**src/rtl/sdram_test_settings.svh**
```systemverilog
`ifndef SDRAM_TEST_SETTINGS_SVH
`define SDRAM_TEST_SETTINGS_SVH

//////////////////////////////////////////////////
// SDRAM geometry.
//////////////////////////////////////////////////

// Bank(2) + row(13) + column(9).
`define SDRAM_ADDR_W 24
`define SDRAM_WORD_W 16 // One x16 SDRAM word.
`define BURST_WORDS 4 // Words per burst, also the address step.

//////////////////////////////////////////////////
// UART framing and default timing.
//////////////////////////////////////////////////

// Start bit, eight data bits LSB first, two stop bits.
`define UART_FRAME_BITS 11

// 133.33 MHz / 115200 baud.
`define UART_BAUD_DIV_DEFAULT 1157

// Pause after each good burst.
`define PACE_CYCLES_DEFAULT 2222222

// 480 x 800 panel, one word per pixel.
`define FRAME_WORDS_DEFAULT 384000

`endif

```
**src/rtl/sdram_test_pkg.sv**
```systemverilog
`include "sdram_test_settings.svh"

package sdram_test_pkg;

    //////////////////////////////////////////////////
    // Shared types for the self-test.
    //////////////////////////////////////////////////

    // One SDRAM word address.
    typedef logic [`SDRAM_ADDR_W-1:0] sdram_addr_t;

    // One UART payload byte, half a word.
    typedef logic [`SDRAM_WORD_W/2-1:0] sdram_byte_t;

    // High byte goes out first on the UART.
    typedef struct packed {
        sdram_byte_t hi; // Bits 15:8.
        sdram_byte_t lo; // Bits 7:0.
    } sdram_byte_pair_t;

    // Same 16 bits seen two ways.
    // Whole word for the compare, byte pair for the UART.
    typedef union packed {
        logic [`SDRAM_WORD_W-1:0] word;
        sdram_byte_pair_t bytes;
    } sdram_word_u;

endpackage

```
**src/rtl/burst_verifier.sv**
```systemverilog
`timescale 1ns/1ns

`include "sdram_test_settings.svh"

module burst_verifier
    import sdram_test_pkg::*;
#(
    parameter int baud_div = `UART_BAUD_DIV_DEFAULT
) (
    input  logic        clk_133MHz_210,
    input  logic        rst_n,
    input  logic        burst_start,
    input  sdram_word_u wr_word,     // Expected value of every word.
    output logic        mem_wr_req,  // Level, held until mem_wr_done.
    input  logic        mem_wr_done,
    output logic        mem_rd_req,  // Level, held until mem_rd_done.
    input  logic        mem_rd_done,
    input  sdram_word_u mem_rd_data0,
    input  sdram_word_u mem_rd_data1,
    input  sdram_word_u mem_rd_data2,
    input  sdram_word_u mem_rd_data3,
    output logic        burst_ok,
    output logic        error_led,
    output logic        uart_txd
);

    localparam int WIDX_W = $clog2(`BURST_WORDS);

    // FSM encoding.
    localparam logic [2:0] ST_IDLE  = 3'd0;
    localparam logic [2:0] ST_WRITE = 3'd1;
    localparam logic [2:0] ST_READ  = 3'd2;
    localparam logic [2:0] ST_SEND  = 3'd3;
    localparam logic [2:0] ST_WAIT  = 3'd4;
    localparam logic [2:0] ST_HALT  = 3'd5;

    logic [2:0]        state;
    logic [WIDX_W-1:0] w_idx;  // Word under test.
    logic              lo_sel; // Low byte of the word is next.

    sdram_word_u rd_words [`BURST_WORDS]; // Read-back copy of the burst.
    sdram_word_u cur_word;
    logic        word_match;

    logic        tx_start;
    sdram_byte_t tx_byte;
    logic        tx_busy;

    assign cur_word   = rd_words[w_idx];
    assign word_match = (cur_word.word == wr_word.word);

    // High byte first, then low.
    assign tx_byte  = lo_sel ? cur_word.bytes.lo : cur_word.bytes.hi;
    // A bad word never reaches the line.
    assign tx_start = (state == ST_SEND) && (lo_sel || word_match);

    //////////////////////////////////////////////////
    // Read-back capture.
    //////////////////////////////////////////////////
    always_ff @(posedge clk_133MHz_210) begin
        if (state == ST_READ && mem_rd_done) begin // Data valid with the done pulse.
            rd_words[0] <= mem_rd_data0;
            rd_words[1] <= mem_rd_data1;
            rd_words[2] <= mem_rd_data2;
            rd_words[3] <= mem_rd_data3;
        end
    end

    //////////////////////////////////////////////////
    // Write, read back, compare and report.
    //////////////////////////////////////////////////
    always_ff @(posedge clk_133MHz_210 or negedge rst_n) begin
        if (!rst_n) begin
            state      <= ST_IDLE;
            w_idx      <= '0;
            lo_sel     <= 1'b0;
            mem_wr_req <= 1'b0;
            mem_rd_req <= 1'b0;
            burst_ok   <= 1'b0;
            error_led  <= 1'b0;
        end else begin
            burst_ok <= 1'b0;
            case (state)
                ST_IDLE: begin
                    if (burst_start) begin
                        mem_wr_req <= 1'b1;
                        state      <= ST_WRITE;
                    end
                end

                ST_WRITE: begin
                    if (mem_wr_done) begin
                        mem_wr_req <= 1'b0;
                        mem_rd_req <= 1'b1; // Same address, straight into the read.
                        state      <= ST_READ;
                    end
                end

                ST_READ: begin
                    if (mem_rd_done) begin
                        mem_rd_req <= 1'b0;
                        w_idx      <= '0;
                        lo_sel     <= 1'b0;
                        state      <= ST_SEND;
                    end
                end

                ST_SEND: begin
                    if (lo_sel || word_match) begin
                        state <= ST_WAIT; // UART took the byte this cycle.
                    end else begin
                        error_led <= 1'b1; // First mismatch stops the run.
                        state     <= ST_HALT;
                    end
                end

                ST_WAIT: begin
                    if (!tx_busy) begin
                        if (!lo_sel) begin
                            lo_sel <= 1'b1;
                            state  <= ST_SEND;
                        end else if (w_idx == WIDX_W'(`BURST_WORDS - 1)) begin
                            burst_ok <= 1'b1; // All eight bytes out.
                            state    <= ST_IDLE;
                        end else begin
                            w_idx  <= w_idx + 1'b1;
                            lo_sel <= 1'b0;
                            state  <= ST_SEND;
                        end
                    end
                end

                ST_HALT: begin
                    state <= ST_HALT; // Error halt, reset only.
                end

                default: begin
                    state <= ST_HALT;
                end
            endcase
        end
    end

    uart_byte_tx #(
        .baud_div (baud_div)
    ) uart_i (
        .clk_133MHz_210 (clk_133MHz_210),
        .rst_n          (rst_n),
        .tx_start       (tx_start),
        .tx_byte        (tx_byte),
        .tx_busy        (tx_busy),
        .uart_txd       (uart_txd)
    );

endmodule

```
**src/rtl/uart_byte_tx.sv**
```systemverilog
`timescale 1ns/1ns

`include "sdram_test_settings.svh"

module uart_byte_tx
    import sdram_test_pkg::*;
#(
    parameter int baud_div = `UART_BAUD_DIV_DEFAULT // Clocks per bit.
) (
    input  logic        clk_133MHz_210,
    input  logic        rst_n,
    input  logic        tx_start, // One-cycle launch pulse.
    input  sdram_byte_t tx_byte,
    output logic        tx_busy,
    output logic        uart_txd
);

    localparam int FRAME_W = `UART_FRAME_BITS;
    localparam int BIT_W   = $clog2(FRAME_W);
    localparam int CYC_W   = $clog2(baud_div + 1);

    logic [FRAME_W-1:0] frame_sr; // LSB is on the line.
    logic [BIT_W-1:0]   bit_cnt;
    logic [CYC_W-1:0]   cyc_cnt;

    // Line follows the shifter; all ones when idle.
    assign uart_txd = frame_sr[0];

    //////////////////////////////////////////////////
    // Frame shifter.
    //////////////////////////////////////////////////
    always_ff @(posedge clk_133MHz_210 or negedge rst_n) begin
        if (!rst_n) begin
            frame_sr <= '1; // Idle high.
            bit_cnt  <= '0;
            cyc_cnt  <= '0;
            tx_busy  <= 1'b0;
        end else if (!tx_busy) begin
            if (tx_start) begin
                // Stop bits high, then data, start bit low.
                frame_sr <= {{(FRAME_W - 9){1'b1}}, tx_byte, 1'b0};
                bit_cnt  <= '0;
                cyc_cnt  <= '0;
                tx_busy  <= 1'b1;
            end
        end else begin
            if (cyc_cnt == CYC_W'(baud_div - 1)) begin // End of one bit.
                cyc_cnt  <= '0;
                frame_sr <= {1'b1, frame_sr[FRAME_W-1:1]}; // Refill with idle.
                if (bit_cnt == BIT_W'(FRAME_W - 1)) begin
                    tx_busy <= 1'b0; // Last stop bit done.
                    bit_cnt <= '0;
                end else begin
                    bit_cnt <= bit_cnt + 1'b1;
                end
            end else begin
                cyc_cnt <= cyc_cnt + 1'b1;
            end
        end
    end

endmodule

```
**config.mk**
```make
export PLATFORM = sky130hd
export DESIGN_NAME = burst_verifier
export DESIGN_NICKNAME = d
export VERILOG_FILES = /design/src/rtl/sdram_test_pkg.sv /design/src/rtl/burst_verifier.sv /design/src/rtl/uart_byte_tx.sv
export VERILOG_INCLUDE_DIRS = /design/src /design/src/rtl
export SDC_FILE = /design/constraint.sdc
export NUM_CORES = 1
export LEC_CHECK = 0
export BUFFER_PORTS_ARGS = -buffer_cell sky130_fd_sc_hd__buf_2
export CAP_MARGIN = 20
export CORE_MARGIN = 2
export CORE_UTILIZATION = 35
export CTS_CLUSTER_SIZE = 40
export DETAILED_ROUTE_END_ITERATION = 6
export HOLD_SLACK_MARGIN = 0.08
export PLACE_DENSITY = 0.66
export SLEW_MARGIN = 0
export SYNTH_ARGS = -nofsm -noshare
export SYNTH_HDL_FRONTEND = slang
export SYNTH_SLANG_ARGS = --single-unit
```
**constraint.sdc**
```tcl
create_clock -name clk_133MHz_210 -period 4.53 [get_ports clk_133MHz_210]
set_clock_uncertainty 0.2 [all_clocks]
set_input_delay 0.2265 -clock clk_133MHz_210 [delete_from_list [all_inputs] [get_ports clk_133MHz_210]]
set_output_delay 0.2265 -clock clk_133MHz_210 [all_outputs]
set_load 0.03 [all_outputs]
```
Word-level counts from Yosys, hierarchy flattened --
Memory sizes are Yosys's and may differ from the RTL's. Index checks and enable logic that the tools add are counted.
Cells by class: add/subtract/negate cells 3, $mul 0, divide/modulo/power cells 0, order comparisons 0, equality and inequality tests 15, shift operators 0, mux-type cells 43, bitwise gates (word level) 1, reduce and logical (&&, ||, !) cells 15
Operators with widths (count):
- $mux 11 | 6
- $mux 1 | 17
- $eq 16x16->1 | 1
- $mux 4 | 4
- $pmux 3 s5 | 1
- $ne 2x2->1 const B | 7
- $mux 2 | 6
- $mux 3 | 4
- $add 11x1->11 const B | 1
- $eq 11x11->1 const B | 1
- $reduce_and 3->1 | 3
- $mux 8 | 1
- $reduce_bool 2->1 | 4
- $eq 3x2->1 const B | 2
- $pmux 1 s2 | 3
- $reduce_and 5->1 | 1
- $add 4x1->4 const B | 1
- $eq 4x4->1 const B | 1
- $pmux 2 s2 | 1
- $reduce_and 2->1 | 2
- $reduce_and 4->1 | 1
- $eq 3x1->1 const B | 1
- $eq 3x3->1 const B | 1
- $logic_not 3->1 | 1
- 5 further kinds | 6
Storage, ports and cells: bits in registers 37, bits in latches 0, bits in writable memories 64, bits in read-only memories 0, output and inout port bits 5, word-level logic and storage cells 89, memories kept 1
Memories:
- rd_words | depth 4, width 16, rd ports 1, clocked after memory_dff 0, wr ports 4, RTL line burst_verifier.sv:41 | sdram_word_u rd_words [`BURST_WORDS];

Logic depth before layout (Yosys ltp) --
Gate-level depths: netlist of run 1. An unclocked memory read counts as a cell.
depth in word-level cells 6, gate-level depth with buffers 9

Hierarchy --
A second synthesis of run 1 with hierarchy kept.
Unflattened totals: cells, all modules 316, area total of the unflattened synthesis 4431.8 sq um
Modules (own cells, without submodules):
- burst_verifier | instances 1, cells each 184, area each 3130.5 sq um
- uart_byte_tx | instances 1, cells each 132, area each 1301.2 sq um

Least setup slack after synthesis of run 1 --
OpenSTA, ideal clock, no wires.
path kind register to register, from register state[1], to memory rd_words[0][0] in the netlist's numbering, enable pin, setup time 486 ps, data arrival time 3428 ps, slack 415 ps, cell stages (with the launch flop) 4, period minus slack after synthesis 4115 ps, cells stage by stage dfrtp_1 -> clkbuf_1 -> nand3b_1 -> nor2_1
RTL lines:
- from (decl) | RTL line burst_verifier.sv:37 | logic [2:0] state;
- from (signal assigned) | RTL line burst_verifier.sv:74 | state <= ST_IDLE;
- from (signal assigned) | RTL line burst_verifier.sv:87 | state <= ST_WRITE;
- from (signal assigned) | RTL line burst_verifier.sv:95 | state <= ST_READ;
- to (decl) | RTL line burst_verifier.sv:41

Worst setup path after layout of run 1 --
from register w_idx[0], to register uart_i.bit_cnt[1]
Between the ends: longest elaborated chain between the ends 6
Ends and longest elaborated chain:
- from (decl) | RTL line burst_verifier.sv:38 | logic [WIDX_W-1:0] w_idx;
- from (signal assigned) | RTL line burst_verifier.sv:126 | w_idx <= w_idx + 1'b1;
- $mem_v2 4x16
- $eq 16x16->1 | RTL line burst_verifier.sv:50 | assign word_match = (cur_word.word == wr_word.word);
- $logic_or 1x1->1 | RTL line burst_verifier.sv:55 | assign tx_start = (state == ST_SEND) && (lo_sel || word_match);
- $logic_and 1x1->1 | RTL line burst_verifier.sv:55
- $reduce_bool 2->1 (no source line)
- $reduce_and 2->1 (no source line)
- to (signal assigned) | RTL line uart_byte_tx.sv:54 | bit_cnt <= bit_cnt + 1'b1;
- to (decl) | RTL line uart_byte_tx.sv:23 | logic [BIT_W-1:0] bit_cnt;
Every way passes these cells. A chain may end at the register's enable or synchronous reset.

==> impl_metrics.py, run 1 <==
metrics = {
    "power_and_ir_drop": {
        "p_sw_w": 0.000982,
        "p_clk_share_pct": 26.4,
        "switching_share_pct": 32.6,
        "p_leak_nw": 2.36,
        "p_per_area_nw_per_um2": 494,
        "internal_power_w": 0.00203,
        "ir_worst_vdd_uv": 286,
        "comb_power_share_pct": 30.1,
        "seqPwrFrac_pct": 43.6,
        "power_w": 0.00301,
    },
    "timing": {
        "fmax_mhz": 311,
        "period_minus_slack_ps": 3210,
        "final-hold-violation-count": 0,
        "rsz0062_at_grt": "no",
        "slew_viol_final": 0,
        "setup_viol": 0,
        "max-slew-margin-rel_pct": 47.6,
        "finalCritPeriodShare_pct": 70.9,
        "worst-slew-pin-transition_ps": 785,
        "tns_ps": 0,
    },
    "logic_synthesis": {
        "synth-edff-count": 64,
        "synthFlopType": "edfxtp_1",
        "synth_commonest_cells": "edfxtp_1 (64), nand2_1 (48), dfrtp_1 (26)",
        "ys_ff_latch": 99,
        "syn_area_per_cell_sq_um": 13.1,
        "yosysMostFrequentCell": "edfxtp_1",
        "ys_types": 50,
        "synth_top_area_share_pct": 42.9,
        "synth_fp_nets": 431,
        "synth_warnings": 0,
        "synthTopCellsByArea": "edfxtp_1 (43%), dfrtp_1 (15%), mux4_2 (8.0%)",
        "async_flop_share_pct": 35.4,
        "synth_area_leader_cell": "edfxtp_1",
        "yosysSeqAreaShare_pct": 62.7,
        "syn_area_sq_um": 4480,
        "synth_cells": 341,
    },
    "critical_path": {
        "cpPeakStageDelay_ps": 610,
        "endpoint_kind": "flip-flop",
        "r2r-start": "w_idx[0]",
        "slowest_stage": "o41ai_4",
        "r2r_end": "uart_i.bit_cnt[1]",
        "crit_chain": "buf_4 -> mux4_2 -> xnor2_1 -> nand4_1 -> o41ai_4 -> and2_1 -> o32ai_1",
        "critPathLaunchType": "flip-flop",
        "critPathTopFamily": "compound AO/OA/AOI/OAI gates",
        "path_max_fanout": 17,
        "cp.required_ps": 4540,
        "cp.arrival_ps": 3220,
        "crit_type": "flip-flop to flip-flop",
        "ff2ff_path_depth": 7,
        "cp_num_buf_inv": 1,
        "r2r_slack_ps": 1320,
    },
    "status": {
        "status": "completed",
    },
    "die": {
        "die_w_um": 117,
        "start_util_pct": 35.7,
        "io_pins": 90,
        "fp-row-count": 41,
        "dieArea_sq_um": 13700,
        "die_height_um": 117,
        "core-area_sq_um": 12600,
    },
    "placed_design": {
        "dp_hpwl_um": 6590,
        "io_buffer_count": 89,
        "gp_congestion": 0.828,
    },
    "min_path": {
        "holdPathStages": 2,
        "whs_endpoint": "uart_i.frame_sr[0]",
        "hold_start": "uart_i.frame_sr[1]",
        "hold_path.class": "flip-flop to flip-flop",
    },
    "drt": {
        "drc": 0,
        "antenna_left": 0,
        "dr.pass1.iters": 4,
        "wl_per_cell_um": 15.4,
        "routed_wl_um": 10400,
        "vias_per_cell": 4.89,
        "via_count": 3302,
        "drt_iter0_markers": 174,
    },
    "cells_and_area": {
        "fillers": 1092,
        "n_antenna_cell": 0,
        "layout-drive-gt1-share_pct": 27.6,
        "seq_area_sq_um": 2810,
        "multiInputGateArea_sq_um": 1570,
        "areaGrowthSynthToFinish_pct": 35.9,
        "design.final.nets": 588,
        "final_util_pct": 48.5,
    },
    "clocking": {
        "clock_path_buffers": 2,
        "numCtsBuffers": 9,
        "clkSinkCount": 99,
        "cts-root-buf": "clkbuf_16",
        "worstSkewPairLatency_ps": 350,
        "clk_pin_slew_ps": 70,
        "htreeDepth": 3,
        "ctsResizeCount": 0,
        "cts_tree": "yes",
    },
    "global_routing": {
        "grt_antenna_before_repair": 0,
        "grt_pass1_vias": 3546,
        "grt_max_degree": 65,
        "gr-total-overflow": 0,
        "grt_util_all_layers_pct": 16.5,
        "grt_pass1_wl_um": 17100,
    },
    "run": {
        "cap_violations": 0,
    },
}
## power groups by stage
stage	clock (W)	combinational [W]	sequential [W]
after floorplan	0	0.000661	0.00130
after global placement	0	0.000827	0.00132
after detailed placement	0	0.000857	0.00132
after CTS	0.000810	0.000909	0.00131
after global routing	0.000849	0.00102	0.00134
final	0.000794	0.000904	0.00131
## metrics by stage
step                cell area [sq um]  hold WS [ps]  std cells  setup slack, ps
finish                           6090           263        675             1320
global route                     6090           280        675             1000
CTS                              6090           269        675             1270
detailed placement               5100           155        591             1290
global placement                 5100           153        591             1350
floorplan                        4480          -269        341              415
## registers in the layout (all words and copies together) (netlist names)
| name | count |
|---|---|
| burst_ok | 1 |
| state | 3 |
| uart_i.bit_cnt | 4 |
| mem_rd_req | 1 |
| w_idx | 2 |
| error_led | 1 |
| rd_words | 64 |
| lo_sel | 1 |
| mem_wr_req | 1 |
| uart_i.frame_sr | 9 |
| uart_i.tx_busy | 1 |
| uart_i.cyc_cnt | 11 |
## cell type report
| type | count | share of cell area [%] |
|---|---|---|
| well taps | 172 | 3.53 |
| repair buffers | 160 | 18.9 |
| clock inverters | 6 | 1.15 |
| clock buffers | 10 | 3.92 |
| multi-input cells | 218 | 25.8 |
| flip-flops and latches | 99 | 46.1 |
| inverters | 10 | 0.616 |
## cells in the final DEF (no fill, tap or decap), types with 3 or more instances in the layout
cell and n:
buf_2 89, dlygate4sd3_1 68, edfxtp_1 64, nand2_1 48, dfrtp_1 26, a21oi_1 25
xnor2_1 17, mux4_2 16, nor2_1 13, inv_1 9, o21ai_0 9, clkbuf_16 9
dfstp_2 9, o22ai_1 7, nand3_1 7, nor3_1 6, nand4_1 5, o21ai_1 5
ha_1 5, and2_1 4, nand3b_1 4, and3_1 4, o31ai_1 4, inv_6 4
nor2b_1 3, nand2b_1 3, nor4_1 3, buf_4 3
## worst min-delay path, stage by stage, from the launching register on
cell and delay [ps]:
dfstp_2 370, nand2_1 40, o21ai_1 50
## per-layer routing
layer,global-route usage (%),routed length [um]
met1,20.5,4290
met2,27.2,5220
met3,5.41,691
met4,5.96,157
met5,0,0
## worst max-delay path by stage
stage,from,endpoint,slack (ps),cells past startpoint
final,w_idx[0],uart_i.bit_cnt[1],1320,7
after global routing,w_idx[0],uart_i.bit_cnt[1],1000,7
after CTS,w_idx[0],uart_i.bit_cnt[1],1270,7
after detailed placement,w_idx[0],uart_i.bit_cnt[1],1290,7
after global placement,w_idx[0],uart_i.bit_cnt[1],1350,7
after floorplan,state[1],rd_words[0][0],420,3
## repair_timing
item / CTS / global route
buffers inserted: 0 / 0
hold buffers: 68 / 0
endpoints found under the hold margin: 92 / 0
## cell families after synthesis
logic type	synth area share [%]
xor gates and xnor gates	3.32
adders and majority gates	1.40
and+or+nand+nor	11.9
DFF	62.7
AOI/OAI and AO/OA	9.96
muxes	8.29
buffers and inverters	2.46
Note: power is estimated with default switching activity, not from simulation.
==> inputs of run 2 (changes only) <==
==> constraint.sdc (replaced) <==
create_clock -name clk_133MHz_210 -period 3.25 [get_ports clk_133MHz_210]
set_clock_uncertainty 0.2 [all_clocks]
set_input_delay 0.1625 -clock clk_133MHz_210 [delete_from_list [all_inputs] [get_ports clk_133MHz_210]]
set_output_delay 0.1625 -clock clk_133MHz_210 [all_outputs]
set_load 0.03 [all_outputs]
==> impl_metrics.py, run 2 (same netlist as run 1, synthesis figures left out) <==
metrics = {
    "status": {
        "status": "completed",
    },
    "critical_path": {
        "crit_path_start": "w_idx[0]",
        "cpPeakStageDelay_ps": 550,
        "ff2ff_path_depth": 7,
        "critPathLaunchType": "flip-flop",
        "critPathTopFamily": "compound AO/OA/AOI/OAI gates",
        "crit_chain": "buf_12 -> mux4_2 -> xnor2_1 -> nand4_1 -> o41ai_4 -> and2_1 -> o32ai_1",
        "r2r-start": "w_idx[0]",
        "slowest_stage": "mux4_2",
        "cp.arrival_ps": 2940,
        "cp_num_buf_inv": 1,
        "endpoint_kind": "flip-flop",
        "r2r_slack_ps": 320,
        "r2r_end": "uart_i.bit_cnt[1]",
        "cp.required_ps": 3260,
        "path_max_fanout": 19,
        "critPathCapture": "uart_i.bit_cnt[1]",
        "cp.depth": 7,
        "crit_type": "flip-flop to flip-flop",
    },
    "die": {
        "fp-row-count": 41,
        "die_height_um": 117,
        "die_w_um": 117,
        "dieArea_sq_um": 13700,
        "core-area_sq_um": 12600,
        "start_util_pct": 35.7,
        "io_pins": 90,
    },
    "clocking": {
        "cts-root-buf": "clkbuf_16",
        "worstSkewPairLatency_ps": 350,
        "clk_pin_slew_ps": 70,
        "numCtsBuffers": 9,
        "htreeDepth": 3,
        "clkSinkCount": 99,
        "clock_path_buffers": 2,
        "ctsResizeCount": 0,
        "cts_tree": "yes",
    },
    "global_routing": {
        "grt_max_degree": 65,
        "grt_pass1_wl_um": 17400,
        "grt_util_all_layers_pct": 16.9,
        "grt_pass1_vias": 3511,
        "grt_antenna_before_repair": 0,
        "gr-total-overflow": 0,
    },
    "timing": {
        "period_minus_slack_ps": 2930,
        "slew_viol_final": 0,
        "rsz0062_at_grt": "no",
        "fmax_mhz": 341,
        "final-hold-violation-count": 0,
        "setup_viol": 0,
        "max-slew-margin-rel_pct": 47.1,
        "finalCritPeriodShare_pct": 90.2,
        "worst-slew-pin-transition_ps": 794,
        "tns_ps": 0,
    },
    "cells_and_area": {
        "design.final.nets": 590,
        "final_common_cell": "buf_2",
        "largest-register": "rd_words",
        "fillers": 1096,
        "largest_register_ffs": 64,
        "final_util_pct": 48.9,
        "multiInputGateArea_sq_um": 1570,
        "n_antenna_cell": 0,
        "seq_area_sq_um": 2810,
        "layout-drive-gt1-share_pct": 27.8,
        "top_regs": "rd_words x64, uart_i.cyc_cnt x11, uart_i.frame_sr x9",
        "layout_common_cells": "buf_2 (89), dlygate4sd3_1 (68), edfxtp_1 (64)",
        "areaGrowthSynthToFinish_pct": 37.0,
    },
    "drt": {
        "dr.pass1.iters": 4,
        "vias_per_cell": 4.96,
        "via_count": 3351,
        "antenna_left": 0,
        "drt_iter0_markers": 176,
        "wl_per_cell_um": 15.9,
        "drc": 0,
        "routed_wl_um": 10700,
    },
    "power_and_ir_drop": {
        "p_per_area_nw_per_um2": 700,
        "p_leak_nw": 2.37,
        "ir_worst_vdd_uv": 358,
    },
    "placed_design": {
        "gp_congestion": 0.802,
        "dp_hpwl_um": 6770,
        "io_buffer_count": 89,
    },
    "min_path": {
        "hold_path.class": "primary input to asynchronous set/reset pin",
    },
    "run": {
        "cap_violations": 0,
    },
}
==> run 2: changes by cell type in the layout (fill, tap and decap cells not counted) <==
cell | previous run | this run
clkinv_2 | 1 | 0
clkbuf_8 | 1 | 0
buf_12 | 0 | 2
bufinv_16 | 1 | 2
==> run 2: area by class of cell <==
type | instances | area share, %
sequential | 99 | 45.7
multi-input combinational | 218 | 25.6
timing repair buffer | 162 | 19.4
clock buffer | 9 | 3.67
tap | 172 | 3.50
clock inverter | 6 | 1.55
inverter | 10 | 0.611
==> run 2: where the power goes <==
| group | internal (W) | switching (W) |
|---|---|---|
| sequential | 0.00161 | 0.000212 |
| clock | 0.000681 | 0.000481 |
| combinational | 0.000609 | 0.000699 |
==> run 2: worst min path at each step <==
stage	start	end	slack, ps	cells after the start
global route	uart_i.frame_sr[1]	uart_i.frame_sr[0]	310	2
CTS	rst_n	lo_sel	270	2
floorplan	rst_n	burst_ok	-330	0
global placement	rst_n	mem_wr_req	90	1
detailed placement	rst_n	burst_ok	90	1
finish	rst_n	mem_wr_req	250	2
==> run 2: what timing repair did <==
action | 4_1_cts | 5_1_grt
hold buffers | 68 | 0
endpoints found under the hold margin | 92 | 0
buffers inserted | 0 | 0
==> run 2: routing by layer <==
metal	vias to the layer above	share of wire [%]	global-route usage [%]
met5	-	0	0
li1	1597	-	-
met4	0	2.2	7.29
met2	122	50	28.8
met1	1617	41	20.2
met3	15	6.9	4.69
==> run 2: per-stage QoR <==
step / worst slack [ps] / cell area (sq um) / instances / total power, W / hold WS (ps)
2_1_floorplan: 197 / 4490 / 341 / 0.00272 / -333
3_3_place_gp: 366 / 5140 / 593 / 0.00303 / 85.4
3_5_place_dp: 306 / 5140 / 593 / 0.00308 / 92.5
4_1_cts: 297 / 6140 / 676 / 0.00432 / 266
5_1_grt: 149 / 6140 / 676 / 0.00456 / 307
6_report: 318 / 6140 / 676 / 0.00430 / 255
